--- src/hdl/pwm_config_pkg.sv ---
package pwm_config_pkg;

    // Width of the shared counter and of every threshold compared against it
    localparam int COUNTER_WIDTH = 16;

    // Bit positions inside the two-bit output enable field
    localparam int OUTPUT_A = 0;
    localparam int OUTPUT_B = 1;

    typedef enum logic [2:0] {
        mode_up      = 3'd0,
        mode_down    = 3'd1,
        mode_up_down = 3'd2
    } counter_mode_e;

    // Settings shared by the whole chain
    typedef struct packed {
        counter_mode_e            mode;
        logic [COUNTER_WIDTH-1:0] start_value;
        logic [COUNTER_WIDTH-1:0] stop_value;
        logic [15:0]              timebase_shift;
    } chain_config_t;

    // Settings of one output channel
    typedef struct packed {
        logic [COUNTER_WIDTH-1:0] threshold_high;
        logic [COUNTER_WIDTH-1:0] threshold_low;
        logic [1:0]               output_enable;
        logic [COUNTER_WIDTH-1:0] deadtime;
        logic                     deadtime_enable;
    } channel_config_t;

endpackage

--- src/hdl/pwm_regs_pkg.sv ---
package pwm_regs_pkg;

    // Chain registers sit below the first channel block
    typedef enum logic [7:0] {
        addr_mode         = 8'd0,
        addr_start        = 8'd1,
        addr_stop         = 8'd2,
        addr_shift        = 8'd3,
        addr_channel_base = 8'd4
    } reg_addr_e;

    localparam logic [7:0] CHANNEL_STRIDE = 8'd4;

    // Register offsets inside one channel block
    typedef enum logic [1:0] {
        offset_threshold_high = 2'd0,
        offset_threshold_low  = 2'd1,
        offset_output_enable  = 2'd2,
        offset_deadtime       = 2'd3
    } channel_offset_e;

    localparam int DEADTIME_ENABLE_BIT = 16;

    typedef struct packed {
        logic        write;
        logic [7:0]  addr;
        logic [31:0] data;
    } reg_write_t;

endpackage

--- src/hdl/chain_control_unit.sv ---
`timescale 1ns/100ps

module chain_control_unit #(
    parameter int N_CHANNELS = 4
) (
    input  logic                            clock,
    input  logic                            reset,
    input  pwm_regs_pkg::reg_write_t        reg_write,
    output pwm_config_pkg::chain_config_t   chain_config,
    output pwm_config_pkg::channel_config_t channel_config [N_CHANNELS]
);
    import pwm_config_pkg::*;
    import pwm_regs_pkg::*;

    logic [7:0]      channel_addr;
    logic [7:0]      channel_index;
    channel_offset_e channel_offset;
    logic            channel_hit;

    // Split a channel address into the channel number and the register inside it
    assign channel_addr   = reg_write.addr - addr_channel_base;
    assign channel_index  = channel_addr / CHANNEL_STRIDE;
    assign channel_offset = channel_offset_e'(2'(channel_addr % CHANNEL_STRIDE));
    assign channel_hit    = (reg_write.addr >= addr_channel_base)
                         && (32'(channel_index) < N_CHANNELS);

    always_ff @(posedge clock) begin
        if (!reset) begin
            chain_config <= '0;
            for (int i = 0; i < N_CHANNELS; i++) begin
                channel_config[i] <= '0;
            end
        end else if (reg_write.write) begin
            case (reg_write.addr)
                addr_mode:  chain_config.mode <= counter_mode_e'(reg_write.data[2:0]);
                addr_start: chain_config.start_value <= reg_write.data[COUNTER_WIDTH-1:0];
                addr_stop:  chain_config.stop_value <= reg_write.data[COUNTER_WIDTH-1:0];
                addr_shift: chain_config.timebase_shift <= reg_write.data[15:0];
                default: begin
                    // Anything above the chain registers belongs to a channel, if one exists
                    for (int i = 0; i < N_CHANNELS; i++) begin
                        if (channel_hit && (32'(channel_index) == i)) begin
                            case (channel_offset)
                                offset_threshold_high: channel_config[i].threshold_high <=
                                    reg_write.data[COUNTER_WIDTH-1:0];
                                offset_threshold_low: channel_config[i].threshold_low <=
                                    reg_write.data[COUNTER_WIDTH-1:0];
                                offset_output_enable: channel_config[i].output_enable <=
                                    reg_write.data[1:0];
                                offset_deadtime: begin
                                    channel_config[i].deadtime <=
                                        reg_write.data[COUNTER_WIDTH-1:0];
                                    channel_config[i].deadtime_enable <=
                                        reg_write.data[DEADTIME_ENABLE_BIT];
                                end
                                default: ;
                            endcase
                        end
                    end
                end
            endcase
        end
    end

endmodule

--- src/hdl/enable_delay.sv ---
`timescale 1ns/100ps

module enable_delay (
    input  logic        clock,
    input  logic        reset,
    input  logic        enable,
    input  logic [15:0] delay,
    output logic        delayed_enable
);
    logic [15:0] wait_count;
    logic [16:0] next_count;

    assign next_count = {1'b0, wait_count} + 17'd1;

    // The wait restarts from zero whenever the request drops
    always_ff @(posedge clock) begin
        if (!reset) begin
            wait_count     <= '0;
            delayed_enable <= 1'b0;
        end else if (!enable) begin
            wait_count     <= '0;
            delayed_enable <= 1'b0;
        end else if (!delayed_enable) begin
            if (next_count >= {1'b0, delay}) begin
                delayed_enable <= 1'b1;
            end else begin
                wait_count <= next_count[15:0];
            end
        end
    end

endmodule

--- src/hdl/pwm_counter.sv ---
`timescale 1ns/100ps

module pwm_counter (
    input  logic                                   clock,
    input  logic                                   reset,
    input  logic                                   sync,
    input  logic                                   timebase,
    input  logic                                   run,
    input  pwm_config_pkg::chain_config_t          chain_config,
    output logic [pwm_config_pkg::COUNTER_WIDTH-1:0] count,
    output logic                                   reload
);
    import pwm_config_pkg::*;

    typedef enum logic {
        count_up,
        count_down
    } direction_e;

    direction_e direction;
    logic       at_start;
    logic       at_stop;
    logic       turn;
    logic       in_range;

    assign at_start = count <= chain_config.start_value;
    assign at_stop  = count >= chain_config.stop_value;
    assign turn     = chain_config.mode == mode_up_down;
    assign in_range = (count >= chain_config.start_value) && (count <= chain_config.stop_value);

    // A new period begins each time the count leaves start_value
    assign reload = run && timebase && (count == chain_config.start_value);

    always_ff @(posedge clock) begin
        if (!reset) begin
            count     <= '0;
            direction <= count_up;
        end else if (sync || !run) begin
            count     <= chain_config.start_value;
            direction <= (chain_config.mode == mode_down) ? count_down : count_up;
        end else if (timebase) begin
            case (direction)
                count_up: begin
                    if (!at_stop) begin
                        count <= count + 1'b1;
                    end else if (turn) begin
                        count     <= count - 1'b1;
                        direction <= count_down;
                    end else begin
                        count <= chain_config.start_value;
                    end
                end
                default: begin
                    if (!at_start) begin
                        count <= count - 1'b1;
                    end else if (turn) begin
                        count     <= count + 1'b1;
                        direction <= count_up;
                    end else begin
                        count <= chain_config.stop_value;
                    end
                end
            endcase
        end
    end

    // Once inside the programmed window the count stays there until the window moves
    count_in_window: assert property (@(posedge clock) disable iff (!reset)
        (run && in_range) |=> (!$stable(chain_config) || in_range));

endmodule

--- src/hdl/compare_unit.sv ---
`timescale 1ns/100ps

module compare_unit #(
    parameter int N_CHANNELS = 4
) (
    input  logic                                     clock,
    input  logic                                     reset,
    input  logic                                     counter_stopped,
    input  logic [pwm_config_pkg::COUNTER_WIDTH-1:0] count,
    input  logic                                     reload,
    input  pwm_config_pkg::channel_config_t          channel_config [N_CHANNELS],
    output logic [N_CHANNELS-1:0]                    match_high,
    output logic [N_CHANNELS-1:0]                    match_low
);
    import pwm_config_pkg::*;

    logic [COUNTER_WIDTH-1:0] shadow_high [N_CHANNELS];
    logic [COUNTER_WIDTH-1:0] shadow_low  [N_CHANNELS];
    logic [COUNTER_WIDTH-1:0] active_high [N_CHANNELS];
    logic [COUNTER_WIDTH-1:0] active_low  [N_CHANNELS];
    logic                     load;

    assign load = reload || counter_stopped;

    // New thresholds already apply to the first count of the period they load in
    always_comb begin
        for (int i = 0; i < N_CHANNELS; i++) begin
            active_high[i] = load ? channel_config[i].threshold_high : shadow_high[i];
            active_low[i]  = load ? channel_config[i].threshold_low : shadow_low[i];
        end
    end

    always_ff @(posedge clock) begin
        if (load) begin
            for (int i = 0; i < N_CHANNELS; i++) begin
                shadow_high[i] <= channel_config[i].threshold_high;
                shadow_low[i]  <= channel_config[i].threshold_low;
            end
        end
    end

    always_ff @(posedge clock) begin
        if (!reset) begin
            match_high <= '0;
            match_low  <= '0;
        end else begin
            for (int i = 0; i < N_CHANNELS; i++) begin
                match_high[i] <= count == active_high[i];
                match_low[i]  <= count == active_low[i];
            end
        end
    end

endmodule

--- src/hdl/pin_control.sv ---
`timescale 1ns/100ps

module pin_control (
    input  logic       clock,
    input  logic       reset,
    input  logic       match_high,
    input  logic       match_low,
    input  logic [1:0] output_enable,
    input  logic       counter_stopped,
    output logic       raw_a,
    output logic       raw_b
);
    import pwm_config_pkg::*;

    logic state;

    // A clear wins over a set that lands in the same cycle
    always_ff @(posedge clock) begin
        if (!reset) begin
            state <= 1'b0;
        end else if (counter_stopped || match_low) begin
            state <= 1'b0;
        end else if (match_high) begin
            state <= 1'b1;
        end
    end

    assign raw_a = state && output_enable[OUTPUT_A] && !counter_stopped;
    assign raw_b = !state && output_enable[OUTPUT_B] && !counter_stopped;

endmodule

--- src/hdl/deadtime_generator.sv ---
`timescale 1ns/100ps

module deadtime_generator (
    input  logic                                     clock,
    input  logic                                     reset,
    input  logic                                     enable,
    input  logic [pwm_config_pkg::COUNTER_WIDTH-1:0] deadtime,
    input  logic                                     in_a,
    input  logic                                     in_b,
    output logic                                     out_a,
    output logic                                     out_b
);
    import pwm_config_pkg::*;

    logic [1:0] side_in;
    logic [1:0] side_out;

    assign side_in[OUTPUT_A] = in_a;
    assign side_in[OUTPUT_B] = in_b;
    assign out_a = side_out[OUTPUT_A];
    assign out_b = side_out[OUTPUT_B];

    // Both sides behave the same, each with its own wait counter
    for (genvar s = 0; s < 2; s++) begin : gen_side
        logic [COUNTER_WIDTH-1:0] wait_count;

        always_ff @(posedge clock) begin
            if (!reset) begin
                side_out[s] <= 1'b0;
                wait_count  <= '0;
            end else if (!side_in[s]) begin
                // Turn-off is never delayed
                side_out[s] <= 1'b0;
                wait_count  <= '0;
            end else if (!enable || (wait_count >= deadtime)) begin
                side_out[s] <= 1'b1;
            end else begin
                wait_count <= wait_count + 1'b1;
            end
        end
    end

    out_pair_exclusive: assert property (@(posedge clock) disable iff (!reset)
        !(out_a && out_b));

endmodule

--- src/hdl/pwm_chain.sv ---
`timescale 1ns/100ps

module pwm_chain #(
    parameter int N_CHANNELS = 4
) (
    input  logic                     clock,
    input  logic                     reset,
    input  logic                     timebase,
    input  logic                     external_counter_run,
    input  logic                     sync,
    input  logic                     stop_request,
    input  pwm_regs_pkg::reg_write_t reg_write,
    output logic                     counter_status,
    output logic [N_CHANNELS-1:0]    out_a,
    output logic [N_CHANNELS-1:0]    out_b
);
    import pwm_config_pkg::*;

    chain_config_t            chain_config;
    channel_config_t          channel_config [N_CHANNELS];
    logic                     run_request;
    logic                     counter_enable;
    logic                     counter_stopped;
    logic [COUNTER_WIDTH-1:0] count;
    logic                     reload;
    logic [N_CHANNELS-1:0]    match_high;
    logic [N_CHANNELS-1:0]    match_low;
    logic [N_CHANNELS-1:0]    raw_a;
    logic [N_CHANNELS-1:0]    raw_b;

    assign run_request    = external_counter_run && !stop_request;
    assign counter_status = !counter_stopped;

    always_ff @(posedge clock) begin
        if (!reset) begin
            counter_stopped <= 1'b1;
        end else begin
            counter_stopped <= !counter_enable;
        end
    end

    chain_control_unit #(
        .N_CHANNELS(N_CHANNELS)
    ) control_i (
        .clock(clock),
        .reset(reset),
        .reg_write(reg_write),
        .chain_config(chain_config),
        .channel_config(channel_config)
    );

    enable_delay shift_i (
        .clock(clock),
        .reset(reset),
        .enable(run_request),
        .delay(chain_config.timebase_shift),
        .delayed_enable(counter_enable)
    );

    pwm_counter counter_i (
        .clock(clock),
        .reset(reset),
        .sync(sync),
        .timebase(timebase),
        .run(counter_enable),
        .chain_config(chain_config),
        .count(count),
        .reload(reload)
    );

    compare_unit #(
        .N_CHANNELS(N_CHANNELS)
    ) compare_i (
        .clock(clock),
        .reset(reset),
        .counter_stopped(counter_stopped),
        .count(count),
        .reload(reload),
        .channel_config(channel_config),
        .match_high(match_high),
        .match_low(match_low)
    );

    for (genvar i = 0; i < N_CHANNELS; i++) begin : gen_channel
        pin_control pin_i (
            .clock(clock),
            .reset(reset),
            .match_high(match_high[i]),
            .match_low(match_low[i]),
            .output_enable(channel_config[i].output_enable),
            .counter_stopped(counter_stopped),
            .raw_a(raw_a[i]),
            .raw_b(raw_b[i])
        );

        deadtime_generator deadtime_i (
            .clock(clock),
            .reset(reset),
            .enable(channel_config[i].deadtime_enable),
            .deadtime(channel_config[i].deadtime),
            .in_a(raw_a[i]),
            .in_b(raw_b[i]),
            .out_a(out_a[i]),
            .out_b(out_b[i])
        );
    end

endmodule

--- config.mk ---
export PLATFORM = sky130hd
export DESIGN_NAME = pwm_chain
export DESIGN_NICKNAME = d
export VERILOG_FILES = /design/src/hdl/pwm_config_pkg.sv /design/src/hdl/pwm_regs_pkg.sv /design/src/hdl/chain_control_unit.sv /design/src/hdl/enable_delay.sv /design/src/hdl/pwm_counter.sv /design/src/hdl/compare_unit.sv /design/src/hdl/pin_control.sv /design/src/hdl/deadtime_generator.sv /design/src/hdl/pwm_chain.sv
export SDC_FILE = /design/constraint.sdc
export NUM_CORES = 1
export LEC_CHECK = 0
export BUFFER_PORTS_ARGS = -buffer_cell sky130_fd_sc_hd__buf_2
export CAP_MARGIN = 20
export CORE_MARGIN = 5
export CORE_UTILIZATION = 65
export DETAILED_ROUTE_END_ITERATION = 10
export PLACE_DENSITY = 0.82
export RECOVER_POWER = 100
export SETUP_SLACK_MARGIN = 0.1
export SYNTH_ARGS = -nofsm -noshare
export SYNTH_HDL_FRONTEND = slang
export SYNTH_HIERARCHICAL = 1
export SYNTH_SLANG_ARGS = --single-unit
--- constraint.sdc ---
create_clock -name clock -period 6.1 [get_ports clock]
set_clock_uncertainty 0.15 [all_clocks]
set_input_delay 0.305 -clock clock [delete_from_list [all_inputs] [get_ports clock]]
set_output_delay 0.305 -clock clock [all_outputs]
set_load 0.05 [all_outputs]
Yosys cells after proc, flatten, opt, wreduce, memory -nomap -nowiden
Memory sizes are Yosys's and may differ from the RTL's.
Cells that the tools add are included.
Widths: inputs -> output; s select.

storage, ports and cells
  memory bits (writable) = 128
  word-level logic and storage cells = 217
  output and inout bits = 9
  input port bits = 47
  memories kept = 2
  register bits = 438

cells by class
  reduce and logical (&&, ||, !) cells = 88
  bitwise operators = 4
  $lt $le $gt $ge = 13
  equality and inequality tests = 20
  multiplexer cells = 27
  add/subtract/negate cells = 12

memories
  name                   words  width  rd ports  clocked after memory_dff  wr ports  line                text
  compare_i.shadow_high  4      16     4         0                         4         compare_unit.sv:17  logic [COUNTER_WIDTH-1:0] shadow_high [N_CHANNELS];
  compare_i.shadow_low   4      16     4         0                         4         compare_unit.sv:18  logic [COUNTER_WIDTH-1:0] shadow_low [N_CHANNELS];

operator list
  operator               number
  $mux 16                15
  $add 16x1->16 const B  9
  $eq 16x16->1           9
  $ge 16x16->1           9
  $reduce_and 4->1       16
  $reduce_and 2->1       14
  $logic_and 1x1->1      24
  $add 16x1->17 const B  1
  $ge 17x16->1           1
  $eq 8x2->1 const B     2
  $le 16x16->1           1
  $logic_not 8->1        2
  $sub 16x1->16 const B  1
  $logic_or 1x1->1       14
  $eq 6x2->1 const B     2
  $mux 1                 12
  $logic_not 1->1        11
  $eq 8x1->1 const B     1
  $ge 8x3->1 const B     1
  $reduce_or 2->1        4
  $sub 8x3->8 const B    1
  $eq 6x1->1 const B     1
  $lt 6x3->1 const B     1
  $eq 2x2->1 const B     2
  7 further kinds        10

Depth between registers and ports, before layout
  word-level depth = 6
  mapped depth = 15
  mapped depth without buffers = 12

Modules after synthesis
Netlist, hierarchy kept.

by module, submodules not included
  module              area each (µm²)  cells each  times used  seq. area each (µm²)
  deadtime_generator  2404.8           282         4           680.7
  chain_control_unit  9381.5           884         1           5104.9
  compare_unit        7188.1           853         1           2722.6
  pwm_counter         3016.6           434         1           340.3
  enable_delay        1333.8           170         1           340.3
  pin_control         56.3             5           4           20.0
  pwm_chain           41.3             4           1           20.0

Worst setup path after synthesis
OpenSTA, ideal clock, no wires.

  path type = reg-to-reg
  start = register counter_i/count[12] in the netlist's numbering
  end = register compare_i.match_low[1]
  arrival = 3.123 ns
  cell stages (with the launch flop) = 14
  setup slack = 2.740 ns
  period minus slack after synthesis = 3.360 ns
  required time = 5.862 ns
  library setup time = 0.088 ns
  buffers on the path = 4
  path through = dfxtp_1 ha_1 nand4_1 or3_1 nor3_1 or2_1 buf_6 buf_6 buf_6 buf_2 nand3_1 a222oi_1 o2111ai_1 nor4_2

between the ends
  cells in the longest elaborated chain, start to end = 5

RTL lines
  what                           line                text
  start, declared                pwm_counter.sv:10   output logic [pwm_config_pkg::COUNTER_WIDTH-1:0] count,
  start signal, assigned         pwm_counter.sv:39   count <= chain_config.start_value;
  start signal, assigned         pwm_counter.sv:45   count <= count + 1'b1;
  start signal, assigned         pwm_counter.sv:47   count <= count - 1'b1;
  $eq 16x16->1                   pwm_counter.sv:32   assign reload = run && timebase && (count == chain_config.start_value);
  $logic_and 1x1->1              pwm_counter.sv:32
  net reload                     pwm_chain.sv:25     logic reload;
  $logic_or 1x1->1               compare_unit.sv:23  assign load = reload || counter_stopped;
  $mux 16                        compare_unit.sv:29  active_low[i] = load ? channel_config[i].threshold_low : shadow_low[i];
  $eq 16x16->1                   compare_unit.sv:49  match_low[i] <= count == active_low[i];
  end signal, assigned by index  compare_unit.sv:49
  end, declared                  compare_unit.sv:13  output logic [N_CHANNELS-1:0] match_low

The timed path passes the listed nets, and every way through them passes these cells.
A chain may end at the register's enable or synchronous reset.

==> flow_summary.toml <==
[worst_setup_path]
critPathRequiredTime_ns = 6.46
path_max_fanout = 49
crit_chain = "inv_1 -> ha_1 -> nand4_1 -> nor3_1 -> buf_4 -> or2_4 -> clkbuf_1 -> mux2_1 -> a22oi_1 -> o221a_2 -> nor4b_1"
rr_worst_depth = 11
startpoint_type = "flop"
path_class = "flop to flop"
cp_slowest_stage_delay_ns = 0.91
cp_top_family = "buffers and inverters"
crit_path_top_delay_cell = "dfxtp_1"
critPathCaptureType = "flop"
arrival_ns = 5.51
crit_buf_inv = 3
path_depth = 11

[synthesis]
yosys_warnings = 6
synth_seq_area_share = 0.368
synth_compound_area_frac = 0.126
yosys.area_share.simple = 0.217
synth_top_cell_area_share = 0.368
syn_avg_cell_area_um2 = 8.82
synth_xor_area_frac = 0.0458
synth_seq_cells = 566
synth_common_cells = "nand2_1, dfxtp_1, mux2i_1"
yosysUniqueCellTypes = 96
synth_edf_count = 0
netlist_instances = 3493
yosys.area.top_type = "dfxtp_1"
synth_fa_ha_area_frac = 0.0760
synth_fp_nets = 3727
synth_area_um2 = 30800
synth_mux_area_frac = 0.115
synthFlopType = "dfxtp_1"
async_flop_share = 0
yosysMostFrequentCell = "nand2_1"
synth_area_leaders = "dfxtp_1, mux2i_1, ha_1"
synth_top_family_by_area = "simple AND/OR/NAND/NOR gates"

[cells_and_area]
drive_gt1_frac = 0.0754
finalNetCount = 3691
nFillCells = 3494
post-route-cell-area_um2 = 33000
multi_input_area_um2 = 17700
seqCellArea_um2 = 11300
synthToLayoutAreaGrowth_pct = 7.27
final_cells = 4107
n_antenna_cell = 0

[detailed_routing]
routed.top_layer = "met4"
routed-via-count = 26200
wl_per_cell_um = 20.6
ant_nets = 0
wl_met3_mm = 7.81
drt-met1-wl_mm = 34.2
wl_met2_mm = 38.6
drtPass1Iterations = 7
first_iter_violations = 2548
wl_mm = 84.6
via_per_inst = 6.39
drc = 0

[power]
total_power_uw = 7780
ir_drop_mv = 0.213
p_leak_uw = 0.0141
power_density_nw_per_um2 = 236

[floorplan]
initial_core_util = 0.659
die_area_um2 = 51800
die_h_um = 228
rows = 79
core_area_um2 = 46800
ios = 56
die_width_um = 228

[place]
portBuffers = 40
finalWeightedCongestion = 0.938
dpl_cell_area_um2 = 31300
pre_cts_ws_ns = 1.50
dp_cells = 4001
dp_hpwl_mm = 55.1

[cts]
cts_tree = "done"
ctsLongestPathBuffers = 3
cts_buffers = 58
cts_setup_buffers = 0
cts_sinks = 566
clk_pin_slew_worst_paths_ns = 0.06
htree_levels = 2
cts.repair.resized = 0
hold_buffers = 0
cts-root-buf = "clkbuf_16"
insertion_delay_ns = 0.63

[global_route]
grt_pass1_vias = 25800
grt_start_max_net_pins = 129
antenna_found_initial = 0
grt_pass1_wl_mm = 134
grt_use_total = 0.311
overflow = 0

[run]
drv_cap = 4

[sta]
hold_viol = 0
worst_slew_pin_slew_ns = 1.96
layout_min_cycle_time_ns = 5.16
fmax_ghz = 0.194
timing.final.ws_setup_ns = 0.941
timing.setup.tns_ns = 0
post-route-period-util = 0.846
setup_viol = 0
rsz0062_at_grt = "false"
maxSlewViolCount = 111
relSlewSlack = -0.309

[outcome]
violations = "max-capacitance violations, max-slew violations"
status = "finished with violations"

[worst_hold_path]
hold_depth = 4
hp-class = "input pin to flop"
-- state kept, by name (all words and copies together), names as in the netlist, 16 cells and up --
name                                        count
shift_i/wait_count                             16
counter_i/count                                16
control_i/channel_config                      204
compare_i/shadow_high                          64
gen_channel.deadtime_i/gen_side.wait_count    128
control_i/chain_config                         51
compare_i/shadow_low                           64
-- per-stage QoR --
step                       util  hold slack [ns]
after floorplan               -            0.224
after global placement    0.668            0.249
after detailed placement  0.669            0.258
after CTS                 0.711           0.0234
after global routing      0.707           0.0594
final                     0.707           0.0582
-- path summary, 6_finish.rpt --
kind / from / endpoint / slack, ns
setup / recovery: counter_i/count[0]$_SDFFE_PN0P_ / compare_i/match_low[3]$_SDFF_PN0_ / 0.94
hold / removal: stop_request / shift_i/delayed_enable$_SDFF_PN0_ / 0.06
setup reg to reg: counter_i/count[0]$_SDFFE_PN0P_ / compare_i/match_low[3]$_SDFF_PN0_ / 0.94
hold reg to reg: compare_i/match_low[2]$_SDFF_PN0_ / gen_channel[2].pin_i/state$_SDFFE_PP0P_ / 0.26
-- worst register-to-register path, delay by kind of cell (launching register included) --
family | cells | cell delay [ns]
compound gates | 2 | 0.40
fa+ha+maj | 1 | 0.38
buf+inv | 3 | 1.53
flops | 1 | 0.91
mux | 1 | 0.42
simple gates | 4 | 1.27
-- cells in the final DEF (no fill, tap or decap), types with 96 or more instances in the layout --
cell type,n
a21oi_1,133
dfxtp_1,566
ha_1,187
inv_1,183
mux2i_1,300
nand2_1,616
nand3_1,96
nor2_1,146
o21ai_0,116
xnor2_1,117
-- cell families after synthesis --
kind of cell | count (synthesis)
adder cells (fa/ha/maj) | 187
buffers and inverters | 375
AND/OR/NAND/NOR | 1307
AO/OA/AOI/OAI | 549
XOR/XNOR | 161
flip-flops | 566
multiplexers | 348
-- power breakdown --
group | switching (uW) | total (uW) | internal (uW)
logic | 278 | 391 | 114
registers | 11.3 | 3720 | 3710
clock network | 1490 | 3670 | 2180
-- layer usage --
metal  GRT usage  up-vias
met5           0        -
met4       0.138        0
met3      0.0626      277
met2       0.516     1114
met1       0.394    12500
li1            -    12300
-- cell type report --
type / instances / share of cell area
clock inverters: 22 / 0.00905
repair buffers: 92 / 0.0179
well taps: 607 / 0.0230
multi-input cells: 2552 / 0.536
clock buffers: 81 / 0.0502
flip-flops and latches: 566 / 0.343
inverters: 187 / 0.0212
Power figures use the tool's default switching activity.
